### src/common/parser_pkg.sv
`default_nettype none

package parser_pkg;

    // stream, header and PHV widths
    localparam int DATA_W    = 512;
    localparam int HDR_W     = 1024;
    localparam int PHV_W     = 1024;

    // parse action table geometry
    localparam int NUM_ACT   = 10;
    localparam int ACT_W     = 16;
    localparam int ENTRY_W   = NUM_ACT * ACT_W;
    localparam int TBL_DEPTH = 32;

    typedef logic [DATA_W-1:0]            data_t;
    typedef logic [HDR_W-1:0]             hdr_t;
    typedef logic [PHV_W-1:0]             phv_t;
    typedef logic [ENTRY_W-1:0]           entry_t;
    typedef logic [$clog2(TBL_DEPTH)-1:0] tbl_addr_t;
    typedef logic [11:0]                  vlan_t;
    typedef logic [47:0]                  field_val_t;
    typedef logic [2:0]                   cont_idx_t;

    typedef enum logic [1:0] {
        NONE = 2'd0,
        C2B  = 2'd1,
        C4B  = 2'd2,
        C6B  = 2'd3
    } cont_type_e;

    typedef enum logic [2:0] {
        IDLE_S,
        WAIT1_S,
        WAIT2_S,
        PHVGEN_S,
        HALT_S
    } parse_state_e;

    // control packet fields, bit offsets within the first beat
    localparam logic [15:0] CTRL_FLAG     = 16'hf2f1;
    localparam int          CTRL_FLAG_LSB = 320;
    localparam int          MOD_ID_LSB    = 368;
    localparam int          INDEX_LSB     = 384;

    // VLAN ID position in the first data beat
    localparam int          VLAN_LSB      = 116;

endpackage

`default_nettype wire

### src/table/ctrl_table_writer.sv
`default_nettype none
`timescale 1ns/10ps

module ctrl_table_writer #(
    parameter logic [2:0] PARSER_ID = 3'd0
) (
    input  wire                    axis_clk,
    input  wire                    aresetn,
    input  wire parser_pkg::data_t tdata_i,
    input  wire                    tvalid_i,
    input  wire                    tlast_i,
    output logic                   wr_en_o,
    output parser_pkg::tbl_addr_t  wr_addr_o,
    output parser_pkg::entry_t     wr_data_o
);
    import parser_pkg::*;

    typedef enum logic [1:0] {
        CW_IDLE,
        CW_WRITE,
        CW_SKIP
    } cw_state_e;

    cw_state_e state;
    tbl_addr_t wr_idx;
    entry_t    entry_be;
    logic      hdr_match;

    assign hdr_match = (tdata_i[MOD_ID_LSB +: 3] == PARSER_ID) &&
                       (tdata_i[CTRL_FLAG_LSB +: 16] == CTRL_FLAG);

    // beat byte 0 becomes the top byte of the entry
    always_comb begin
        for (int j = 0; j < ENTRY_W/8; j++) begin
            entry_be[ENTRY_W-1-8*j -: 8] = tdata_i[8*j +: 8];
        end
    end

    always_ff @(posedge axis_clk or negedge aresetn) begin
        if (!aresetn) begin
            state     <= CW_IDLE;
            wr_idx    <= '0;
            wr_en_o   <= 1'b0;
            wr_addr_o <= '0;
        end else begin
            wr_en_o <= 1'b0;
            case (state)
                CW_IDLE: begin
                    if (tvalid_i && !tlast_i) begin
                        if (hdr_match) begin
                            wr_idx <= tdata_i[INDEX_LSB +: $bits(tbl_addr_t)];
                            state  <= CW_WRITE;
                        end else begin
                            // not for us, drop the rest of the packet
                            state <= CW_SKIP;
                        end
                    end
                end
                CW_WRITE: begin
                    if (tvalid_i) begin
                        wr_en_o   <= 1'b1;
                        wr_addr_o <= wr_idx;
                        wr_idx    <= wr_idx + tbl_addr_t'(1);
                        if (tlast_i) begin
                            state <= CW_IDLE;
                        end
                    end
                end
                CW_SKIP: begin
                    if (tvalid_i && tlast_i) begin
                        state <= CW_IDLE;
                    end
                end
                default: state <= CW_IDLE;
            endcase
        end
    end

    always_ff @(posedge axis_clk) begin
        if (state == CW_WRITE && tvalid_i) begin
            wr_data_o <= entry_be;
        end
    end

endmodule

`default_nettype wire
### config.mk
export PLATFORM = sky130hd
export DESIGN_NAME = ctrl_table_writer
export DESIGN_NICKNAME = d
export VERILOG_FILES = /design/src/common/parser_pkg.sv /design/src/table/ctrl_table_writer.sv
export SDC_FILE = /design/constraint.sdc
export NUM_CORES = 1
export LEC_CHECK = 0
export BUFFER_PORTS_ARGS = -buffer_cell sky130_fd_sc_hd__buf_2
export CAP_MARGIN = 20
export CORE_AREA = 2 2 269 271
export DETAILED_ROUTE_END_ITERATION = 10
export DIE_AREA = 0 0 271 273
export PLACE_DENSITY = 0.3
export SKIP_CTS_REPAIR_TIMING = 1
export SYNTH_ARGS = -nofsm -noshare
export SYNTH_HDL_FRONTEND = slang
export SYNTH_SLANG_ARGS = --single-unit
### constraint.sdc
create_clock -name axis_clk -period 4.6 [get_ports axis_clk]
set_clock_uncertainty 0.1 [all_clocks]
set_input_delay 0.46 -clock axis_clk [delete_from_list [all_inputs] [get_ports axis_clk]]
set_output_delay 0.46 -clock axis_clk [all_outputs]
set_load 0.1 [all_outputs]
* Word level (Yosys, flattened, before mapping) *
Index checks and enable logic that the tools add are counted.

cells by class
  add/subtract/negate cells = 1
  equality and inequality tests = 8
  mux-type cells = 12
  reductions and logical operators = 11

operators by type and width
  kind                                            count
  == test 16 bit (second input constant)          1
  2-to-1 mux 5 bit                                3
  2-to-1 mux 2 bit                                5
  inequality test 2 bit (second input constant)   5
  case mux 5 bit (2 select lines)                 1
  AND reduction 4 bit                             2
  case mux 2 bit (3 select lines)                 1
  adder 5 x 1 -> 5 bit (second input constant)    1
  logical AND 1 bit                               4
  logical NOT 3 bit                               1
  == test 2 x 1 -> 1 bit (second input constant)  1
  == test 2 bit (second input constant)           1
  logical NOT 2 bit                               1
  2-to-1 mux 1 bit                                2
  AND reduction 2 bit                             1
  nonzero test 2 bit                              1
  logical NOT 1 bit                               1

storage, ports and cells
  bits in registers = 173
  output and inout bits = 166
  logic and storage cells = 37

* Logic depth before layout (Yosys ltp) *
Gate-level depths: netlist of run 1.

  depth in word-level cells = 5
  depth in mapped cells = 6
  depth with buffers taken out = 5

* Worst setup path before layout of run 1 *
No wires, ideal clock.

  path kind = register to register
  start = register state[0]
  end = register wr_data_o[0] (enable)
  arrival = 4.196 ns
  slack = -0.212 ns
  stages on the path, launching flop included = 5
  path buffers = 1
  period minus slack after synthesis = 4.812 ns
  cells stage by stage = dfrtp_1 clkbuf_1 nor2b_1 nand2_1 inv_1

between the ends
  longest elaborated chain between the ends = 2

RTL lines
  item                    line                     text
  from (decl)             ctrl_table_writer.sv:24  cw_state_e state;
  from (signal assigned)  ctrl_table_writer.sv:41  state <= CW_IDLE;
  from (signal assigned)  ctrl_table_writer.sv:52  state <= CW_WRITE;
  from (signal assigned)  ctrl_table_writer.sv:55  state <= CW_SKIP;
  == test 2 x 1 -> 1 bit  ctrl_table_writer.sv:80  if (state == CW_WRITE && tvalid_i) begin
  logical AND 1 bit       ctrl_table_writer.sv:80
  to (signal assigned)    ctrl_table_writer.sv:81  wr_data_o <= entry_be;
  to (decl)               ctrl_table_writer.sv:14  output parser_pkg::entry_t wr_data_o

Every way passes these cells.
A chain may end at the register's enable or synchronous reset.

* Worst setup path in the final report of run 1 *
  start = register state[0]
  end = register wr_data_o[47] (enable)

Same word-level chain as after synthesis.

==> summary.md, run 1 <==
| Metric | Value |
|---|---|
| Crit Path Class | `reg2reg` |
| Placer Congestion | `0.733` |
| Critical Path RT | `4.69 ns` |
| Final slew viol count | `0` |
| Mapped Area | `5570 µm²` |
| Die ar. | `74000 µm²` |
| DP HPWL | `16400 µm` |
| Final Cycle Share | `63.0%` |
| CP startpoint kind | `register` |
| Drt total wl | `21000 µm` |
| Vias in the first global route | `3858` |
| H-tree levels | `4` |
| Status | `completed` |
| Die span in x | `271 µm` |
| Yosys warnings | `0` |
| Fin nets | `1145` |
| Slowest-stage cell, CP | `clkinvlp_4` |
| Iter 0 DRT Violations | `208` |
| Flop-to-flop setup slack | `1.70 ns` |
| Slew margin rel. | `35.8%` |
| Area delta synth->final | `65.9%` |
| Placement row count | `98` |
| Post-synthesis sequential area ratio | `92.1%` |
| Placed inst area | `8580 µm²` |
| Synthesized instance count | `245` |
| Initial antenna violation count | `2` |
| Clock tree from TritonCTS | `built` |
| P_leak | `3.51 nW` |
| Avg Inst Size Synth | `22.7 µm²` |
| Via count | `3767` |
| First-pass GRT wire length | `28400 µm` |
| Die height | `273 µm` |
| Clock tree buffer depth | `2` |
| Initial Util | `7.85%` |
| Worst path max stage delay | `0.89 ns` |
| Core area | `71000 µm²` |
| Peak VDD IR | `0.222 mV` |
| Most frequent cells in the layout | `buf_2, edfxtp_1, nand2_1, clkbuf_16, dfrtp_1` |
| RSZ-0062 raised after global routing | `false` |
| Root buffer cell | `clkbuf_16` |
| Min Clock Period, post-route | `2.90 ns` |
| Pre-Repair DR Iteration Count | `4` |
| Power Dens Cells | `358 nW/µm²` |
| Placed Cells incl. Taps | `1550` |
| Crit end category | `register` |
| Post-synthesis register bit count | `173` |
| Residual DRC | `0` |
| Port bufs | `353` |
| CP Max Fanout | `57` |
| GR Overflow Total | `0` |
| Largest net degree at the start of global routing | `58` |
| Avg WL per Cell | `13.2 µm` |
| Maxcap violations | `0` |
| Fin area | `9240 µm²` |
| Worst path bufs/invs | `2` |
| Crit-path cells | `nor2b_1 > nand2_1 > clkinvlp_4 > buf_12` |
| CP top delay family | `buffers and inverters` |
| CP arrival | `2.98 ns` |
| Fmax | `345 MHz` |
| Hold Path Class | `in2reg` |
| Setup tns final | `0 ns` |
| Fin cells | `1590` |
| Final hold vios | `0` |
| Share of cells above drive strength 1 | `61.9%` |
| Worst-path clk slew | `0.08 ns` |
| Final setup vio count | `0` |
| Clock Latency Late Sink | `0.47 ns` |
| N_diodes | `0` |
| Post-synthesis cell type count | `32` |
| Clock buffers created by TritonCTS | `17` |
| Most common cell after layout, fill and taps aside | `buf_2` |
| Worst-margin pin slew | `0.961 ns` |
| Fin util | `13.0%` |
| Gr usage total | `5.63%` |
| Syn Nets | `762` |
| I/O pin cnt | `682` |
| Vias/cell | `2.37` |
| Routed Antenna Nets | `0` |
| Clock Sinks | `173` |
-- per-stage QoR --
| step | setup slack (ns) | hold WS (ns) | total power, mW |
|---|---|---|---|
| floorplan | 0.606 | 0.0644 | 1.76 |
| global placement | 1.54 | 0.295 | 1.85 |
| detailed placement | 1.59 | 0.290 | 1.85 |
| CTS | 1.56 | -0.278 | 3.41 |
| global route | 1.47 | 0.000579 | 3.46 |
| finish | 1.70 | 0.0504 | 3.31 |
-- sequential cells by signal, indices dropped and copies added (netlist names) --
name,flops
wr_idx,5
wr_addr_o,5
wr_data_o,160
wr_en_o,1
state,2
-- cells by family after synthesis --
| kind of cell | after synthesis | synth area share (%) |
|---|---|---|
| buffers and inverters | 4 | 0.270 |
| DFF | 173 | 92.1 |
| AOI/OAI and AO/OA | 13 | 1.71 |
| and+or+nand+nor | 52 | 5.30 |
| muxes | 2 | 0.404 |
| adders and majority gates | 1 | 0.225 |
-- cell type report --
type / count / area (µm²)
fillers: 8003 / 61800
flip-flops and latches: 173 / 5130
repair buffers: 366 / 1910
well taps: 950 / 1190
clock buffers: 18 / 429
multi-input cells: 68 / 425
clock inverters: 13 / 146
inverters: 2 / 11.3
-- report_power, final --
group          leakage [nW]  total [mW]  switching, mW  internal (mW)
registers              1.61        1.72       0.000877           1.72
clock network         0.278        1.49          0.725          0.766
logic                  1.62       0.100         0.0365         0.0640
-- worst reg2reg max path: cells and delay by family (launching register included) --
| kind | cells | cell delay [ns] |
|---|---|---|
| buffers and inverters | 2 | 1.40 |
| AND/OR/NAND/NOR | 2 | 0.56 |
| flip-flops | 1 | 0.49 |
-- routing by layer --
| layer | up-vias | global-route usage (%) | part of all wire (%) |
|---|---|---|---|
| li1 | 1727 | - | - |
| met1 | 1758 | 6.79 | 42 |
| met2 | 253 | 8.35 | 45 |
| met3 | 27 | 2.53 | 11 |
| met4 | 2 | 3.10 | 2.2 |
| met5 | - | 0 | 0.062 |
-- worst paths after layout --
path | endpoint | depth (start not counted) | from
hold reg to reg | wr_addr_o[0]$_DFFE_PN0P_ | 2 | wr_addr_o[0]$_DFFE_PN0P_
setup reg to reg | wr_data_o[47]$_DFFE_PP_ | 4 | state[0]$_DFFE_PN0P_
min in group asynchronous | wr_addr_o[2]$_DFFE_PN0P_ | 2 | aresetn
max in group asynchronous | wr_idx[1]$_DFFE_PN0P_ | 2 | aresetn
hold / removal | wr_data_o[148]$_DFFE_PP_ | 1 | tdata_i[12]
setup / recovery | wr_data_o[47]$_DFFE_PP_ | 4 | state[0]$_DFFE_PN0P_
-- cells in the mapped netlist, drive strengths merged --
master / count / share of area, %
edfxtp: 160 / 86
nand2: 21 / 1.4
dfrtp: 13 / 5.8
nand2b: 5 / 0.56
nand4: 4 / 0.45
nor2b: 4 / 0.45
a21oi: 3 / 0.34
nand3: 3 / 0.27
nor3b: 3 / 0.40
and3: 2 / 0.27
clkbuf: 2 / 0.13
inv: 2 / 0.13
mux2: 2 / 0.40
nor2: 2 / 0.13
nor3: 2 / 0.18
nor4: 2 / 0.49
o211ai: 2 / 0.27
a211oi: 1 / 0.13
a21boi: 1 / 0.13
a31oi: 1 / 0.11
a41oi: 1 / 0.16
ha: 1 / 0.22
nand4b: 1 / 0.16
o211a: 1 / 0.18
o21a: 1 / 0.13
o21ai: 1 / 0.090
o31a: 1 / 0.16
or2: 1 / 0.11
or3b: 1 / 0.16
or4b: 1 / 0.25
Power figures use the tool's default switching activity.
==> inputs of run 2 (changes only) <==
--- a/config.mk
+++ b/config.mk
@@ -5,6 +5,7 @@
 export SDC_FILE = /design/constraint.sdc
 export NUM_CORES = 1
 export LEC_CHECK = 0
+export ABC_AREA = 1
 export BUFFER_PORTS_ARGS = -buffer_cell sky130_fd_sc_hd__buf_2
 export CAP_MARGIN = 20
 export CORE_AREA = 2 2 269 271
==> constraint.sdc (replaced) <==
create_clock -name axis_clk -period 2.5 [get_ports axis_clk]
set_clock_uncertainty 0.1 [all_clocks]
set_input_delay 0.25 -clock axis_clk [delete_from_list [all_inputs] [get_ports axis_clk]]
set_output_delay 0.25 -clock axis_clk [all_outputs]
set_load 0.1 [all_outputs]
==> summary.md, run 2 <==
| Metric | Value |
|---|---|
| Status | `completed` |
| I/O pin cnt | `682 (unchanged)` |
| Largest net degree at the start of global routing | `64 (+10%)` |
| EDFF count, synth | `160 (unchanged)` |
| Initial Util | `7.82% (-0.023 points)` |
| Grt met2 use | `10.1% (+1.8 points)` |
| Crit end category | `register` |
| Fin cells | `1763 (+11%)` |
| CP startpoint kind | `register` |
| Post-synthesis sequential area ratio | `92.4% (+0.27 points)` |
| CP arrival | `1.94 ns (-1.04 ns)` |
| Clock tree buffer depth | `2 (unchanged)` |
| Hold Path Class | `in2reg` |
| Fin nets | `1314 (+15%)` |
| Min Clock Period, post-route | `1.87 ns (-1.03 ns)` |
| Fmax | `535 MHz (+55%)` |
| Synthesized instance count | `258 (+5.3%)` |
| Post-synthesis register bit count | `173 (unchanged)` |
| First-pass GRT wire length | `32200 µm (+13%)` |
| Peak VDD IR | `0.415 mV (+87%)` |
| Pre-Repair DR Iteration Count | `4 (unchanged)` |
| Placed Cells incl. Taps | `1566 (+1.0%)` |
| RSZ-0062 raised after global routing | `false` |
| Slew margin rel. | `58.6% (+23 points)` |
| Area delta synth->final | `93.9%` |
| Residual DRC | `0 (unchanged)` |
| Met3 Resource Use GR | `4.87% (+2.3 points)` |
| Placement row count | `98 (unchanged)` |
| Max reg flops | `160 (unchanged)` |
| Placer Congestion | `0.723 (-1.5%)` |
| Largest registers | `wr_data_o (160), wr_addr_o (5), wr_idx (5)` |
| Layout filler cell count | `7927 (-0.95%)` |
| GR Overflow Total | `0 (unchanged)` |
| Vias/cell | `2.42 (+2.3%)` |
| Clock Latency Late Sink | `0.48 ns (about the same)` |
| H-tree levels | `4 (unchanged)` |
| CP Max Fanout | `36 (-37%)` |
| Die ar. | `74000 µm² (unchanged)` |
| Root buffer cell | `clkbuf_16` |
| Port bufs | `353 (unchanged)` |
| Dominant cells by area after synthesis | `edfxtp_1, dfrtp_1, nand2_1` |
| Initial antenna violation count | `10 (+8)` |
| Avg WL per Cell | `14.3 µm (+8.5%)` |
| Critical Path RT | `2.57 ns (-2.12 ns)` |
| Post-synth top area share | `86.5% (+0.25 points)` |
| Worst-path clk slew | `0.08 ns (about the same)` |
| Gr usage total | `6.62% (+0.98 points)` |
| Crit Path Class | `reg2reg` |
| GRT busiest layer | `met2` |
| Pre-CTS setup slack | `0.609 ns (-0.982 ns)` |
| Syn Nets | `775 (+1.7%)` |
| Worst-margin pin slew | `0.626 ns (-0.335 ns)` |
| Die height | `273 µm (unchanged)` |
| Clock Sinks | `173 (unchanged)` |
| FF/Latch Area | `5130 µm² (unchanged)` |
| Post-synth top area cell | `edfxtp_1` |
| Final slew viol count | `0 (unchanged)` |
| Final hold vios | `0 (unchanged)` |
| Area of the multi-input gates | `387 µm² (-9.1%)` |
| Final setup vio count | `0 (unchanged)` |
| Mapped Area | `5550 µm² (-0.29%)` |
| Total power | `6.28 mW (+90%)` |
| Synth Flop Type | `edfxtp_1` |
| Power Dens Cells | `583 nW/µm² (+63%)` |
| Largest Register | `wr_data_o` |
| Routed Antenna Nets | `0 (unchanged)` |
| P_leak | `4.22 nW (+20%)` |
| Vias in the first global route | `3979 (+3.1%)` |
| Global routing met1 resource utilization | `6.76% (-0.022 points)` |
| Synth cell count leaders | `edfxtp_1, nand2_1, dfrtp_1, nand3_1, nor2_1` |
| Top-count cell post-synth | `edfxtp_1` |
| Final worst slack | `0.630 ns (-1.07 ns)` |
| Clock buffers created by TritonCTS | `17 (unchanged)` |
| Post-synthesis cell type count | `18 (-44%)` |
| Final Cycle Share | `74.8% (+12 points)` |
| Yosys warnings | `0 (unchanged)` |
| Drt total wl | `25200 µm (+20%)` |
| Setup tns final | `0 ns (unchanged)` |
| Via count | `4271 (+13%)` |
| Fraction of registers with async set/reset | `7.51% (unchanged)` |
| Clock tree from TritonCTS | `built` |
| DP HPWL | `19800 µm (+21%)` |
| Most frequent cells in the layout | `buf_2, dlygate4sd3_1, edfxtp_1, nand2_1, clkbuf_16` |
| Core area | `71000 µm² (unchanged)` |
| Most common cell after layout, fill and taps aside | `buf_2` |
| Iter 0 DRT Violations | `120 (-42%)` |
| Avg Inst Size Synth | `21.5 µm² (-5.3%)` |
| Maxcap violations | `0 (unchanged)` |
| Share of cells above drive strength 1 | `49.3% (-13 points)` |
| Die span in x | `271 µm (unchanged)` |
-- run 2: cells by family (layout without fill, tap and decap cells) --
kind of cell | count (synthesis) | count (layout) | synth area share, %
compound gates | 8 | 8 | 0.856
buf+inv | 8 | 560 | 0.676
fa+ha+maj | 1 | 1 | 0.225
simple gates | 65 | 65 | 5.41
flops | 173 | 173 | 92.4
xor+xnor | 3 | 3 | 0.473
other cells | 0 | 3 | 0
-- run 2: final cells by class --
type                            count  area share, %
Multi-Input combinational cell     77           3.59
Timing Repair Buffer              521           32.2
Clock inverter                     13           1.17
Tap cell                          950           11.0
Inverter                            7          0.244
Clock buffer                       19           4.02
Antenna cell                        3         0.0697
Sequential cell                   173           47.6
-- run 2: final timing paths --
path	cells past startpoint	slack (ns)	from	endpoint
hold / removal	5	0.01	tdata_i[385]	wr_idx[1]$_DFFE_PN0P_
max in group asynchronous	2	1.95	aresetn	state[1]$_DFFE_PN0P_
setup / recovery	5	0.63	state[1]$_DFFE_PN0P_	wr_data_o[127]$_DFFE_PP_
min in group asynchronous	2	0.10	aresetn	wr_addr_o[2]$_DFFE_PN0P_
hold reg to reg	2	0.38	wr_addr_o[1]$_DFFE_PN0P_	wr_addr_o[1]$_DFFE_PN0P_
setup reg to reg	5	0.63	state[1]$_DFFE_PN0P_	wr_data_o[127]$_DFFE_PP_
-- run 2: metal layers --
| metal | vias to the layer above | routed length [µm] |
|---|---|---|
| met2 | 239 | 11500 |
| li1 | 2051 | - |
| met1 | 1946 | 10700 |
| met5 | - | 37 |
| met3 | 29 | 2440 |
| met4 | 6 | 451 |
-- run 2: metrics by stage --
stage               utilization [%]  hold slack [ns]  instance area, µm²
finish                         15.2           0.0110               10800
detailed placement             12.1           0.0720                8580
global placement               12.1           0.0686                8580
global route                   15.2           0.0242               10800
floorplan                         -           -0.146                5550
CTS                            12.9           -0.498                9140
-- run 2: critical path: stages, from the launching register on --
cell and delay, ns:
dfrtp_1 0.43, nor2_4 0.15, inv_2 0.13, nor2_4 0.17, buf_12 0.26, buf_4 0.29
-- run 2: report_power, final --
part	internal (mW)	switching (mW)	total (mW)
Sequential	3.17	0.0170	3.19
Clock	1.31	1.33	2.64
Combinational	0.294	0.156	0.450
==> inputs of run 3 (changes only) <==
==> constraint.sdc (replaced) <==
create_clock -name axis_clk -period 1.6 [get_ports axis_clk]
set_clock_uncertainty 0.1 [all_clocks]
set_input_delay 0.16 -clock axis_clk [delete_from_list [all_inputs] [get_ports axis_clk]]
set_output_delay 0.16 -clock axis_clk [all_outputs]
set_load 0.1 [all_outputs]
==> summary.md, run 3 (same netlist as run 2, synthesis figures left out) <==
| Metric | Value |
|---|---|
| Worst-margin pin slew | `0.582 ns (-0.0440 ns)` |
| Drt total wl | `26000 µm (+3.3%)` |
| Clock Sinks | `173 (unchanged)` |
| Crit end category | `register` |
| Fin nets | `1345 (+2.4%)` |
| Final worst slack | `0.0156 ns (-0.614 ns)` |
| Placed inst area | `8770 µm² (+2.2%)` |
| Root buffer cell | `clkbuf_16` |
| Most common cell after layout, fill and taps aside | `buf_2` |
| Die height | `273 µm (unchanged)` |
| CP Max Fanout | `21 (-42%)` |
| Largest registers | `wr_data_o (160), wr_addr_o (5), wr_idx (5)` |
| Via count | `4444 (+4.1%)` |
| Slew margin rel. | `61.1% (+2.5 points)` |
| Port bufs | `353 (unchanged)` |
| Placement row count | `98 (unchanged)` |
| RSZ-0062 raised after global routing | `true` |
| Maxcap violations | `0 (unchanged)` |
| Die span in x | `271 µm (unchanged)` |
| Pre-CTS setup slack | `0.0362 ns (-0.572 ns)` |
| Critical Path RT | `1.68 ns (-0.89 ns)` |
| Initial Util | `7.82% (unchanged)` |
| Met2 wire length | `11900 µm (+3.5%)` |
| Clock tree from TritonCTS | `built` |
| Met3 WL | `2560 µm (+4.9%)` |
| DP HPWL | `20200 µm (+2.0%)` |
| Max reg flops | `160 (unchanged)` |
| Hold Path Class | `in2reg` |
| Clock buffers created by TritonCTS | `17 (unchanged)` |
| Die ar. | `74000 µm² (unchanged)` |
| Initial antenna violation count | `9 (-1)` |
| CP arrival | `1.66 ns (-0.28 ns)` |
| Final Cycle Share | `99.0% (+24 points)` |
| Most frequent cells in the layout | `buf_2, dlygate4sd3_1, edfxtp_1, nand2_1` |
| Vias/cell | `2.48 (+2.3%)` |
| Final setup vio count | `0 (unchanged)` |
| H-tree levels | `4 (unchanged)` |
| Metal-1 WL | `11100 µm (+3.1%)` |
| Routed Antenna Nets | `0 (unchanged)` |
| Top routing layer in use | `met5` |
| Worst-path clk slew | `0.08 ns (about the same)` |
| GR Overflow Total | `0 (unchanged)` |
| Crit Path Class | `reg2reg` |
| Clock tree buffer depth | `2 (unchanged)` |
| Layout filler cell count | `7864 (-0.79%)` |
| Fin area | `11300 µm² (+4.7%)` |
| Iter 0 DRT Violations | `156 (+30%)` |
| Min Clock Period, post-route | `1.58 ns (-0.286 ns)` |
| Share of cells above drive strength 1 | `50.1% (+0.86 points)` |
| Residual DRC | `0 (unchanged)` |
| Area delta synth->final | `103%` |
| Fin util | `15.9% (+0.72 points)` |
| Hold Slack | `0.0356 ns (+0.0246 ns)` |
| Final hold vios | `0 (unchanged)` |
| Pre-Repair DR Iteration Count | `4 (unchanged)` |
| Avg WL per Cell | `14.5 µm (+1.6%)` |
| Peak VDD IR | `0.600 mV (+45%)` |
| Gr usage total | `6.67% (+0.051 points)` |
| I/O pin cnt | `682 (unchanged)` |
| Largest Register | `wr_data_o` |
| P_leak | `4.44 nW (+5.2%)` |
| Final slew viol count | `0 (unchanged)` |
| Fmax | `631 MHz (+18%)` |
| CP startpoint kind | `register` |
| Power Dens Cells | `873 nW/µm² (+50%)` |
| Placer Congestion | `0.715 (-1.1%)` |
| Largest net degree at the start of global routing | `24 (-63%)` |
| Vias in the first global route | `3987 (+0.20%)` |
| Clock Latency Late Sink | `0.48 ns (about the same)` |
| First-pass GRT wire length | `32400 µm (+0.64%)` |
| Core area | `71000 µm² (unchanged)` |
| Status | `completed` |
[run 3: cell count changes in the layout (fill, tap and decap cells not counted), sizes merged]
cell	change
clkbuf	+32
buf	-11
dlygate4sd3	+8
clkinv	-4
inv	+4
clkinvlp	+1
[run 3: report_power, final]
group	internal (mW)	switching, mW
clock network	2.04	2.12
registers	4.95	0.0256
logic	0.472	0.245
[run 3: worst paths after layout]
kind / cells after the start / start / slack, ns / endpoint
hold / removal: 6 / tdata_i[370] / 0.04 / state[0]$_DFFE_PN0P_
max in group asynchronous: 3 / aresetn / 0.36 / state[0]$_DFFE_PN0P_
setup reg to reg: 5 / state[1]$_DFFE_PN0P_ / 0.02 / wr_data_o[69]$_DFFE_PP_
hold reg to reg: 2 / wr_addr_o[3]$_DFFE_PN0P_ / 0.38 / wr_addr_o[3]$_DFFE_PN0P_
setup / recovery: 5 / state[1]$_DFFE_PN0P_ / 0.02 / wr_data_o[69]$_DFFE_PP_
min in group asynchronous: 3 / aresetn / 0.49 / wr_idx[3]$_DFFE_PN0P_
[run 3: metal layers]
layer  global-route usage [%]  up-vias
li1                         -     2121
met1                     7.00     2057
met2                     10.2      231
met3                     4.77       29
met4                     2.79        6
met5                        0        -
[run 3: critical path, cell delays in order (launching register included)]
cell	delay (ns)
dfrtp_1	0.42
nor2_4	0.13
inv_2	0.06
nor2_4	0.18
buf_12	0.19
buf_12	0.18
[run 3: per-stage QoR]
stage | total power [mW] | setup TNS, ns | std cells
floorplan | 5.18 | -322.30 | 258
global placement | 5.46 | 0 | 1578
detailed placement | 5.46 | 0 | 1578
CTS | 9.82 | -2.07 | 1609
global route | 10.4 | -4.77 | 1793
finish | 9.85 | 0 | 1793
[run 3: final cells by class]
cell class | instances | area [µm²] | area share (%)
inverters | 7 | 26.3 | 0.233
diodes | 3 | 7.51 | 0.0666
multi-input cells | 77 | 387 | 3.43
clock buffers | 17 | 425 | 3.77
flip-flops and latches | 173 | 5130 | 45.5
repair buffers | 552 | 3990 | 35.4
well taps | 950 | 1190 | 10.5
clock inverters | 14 | 125 | 1.11
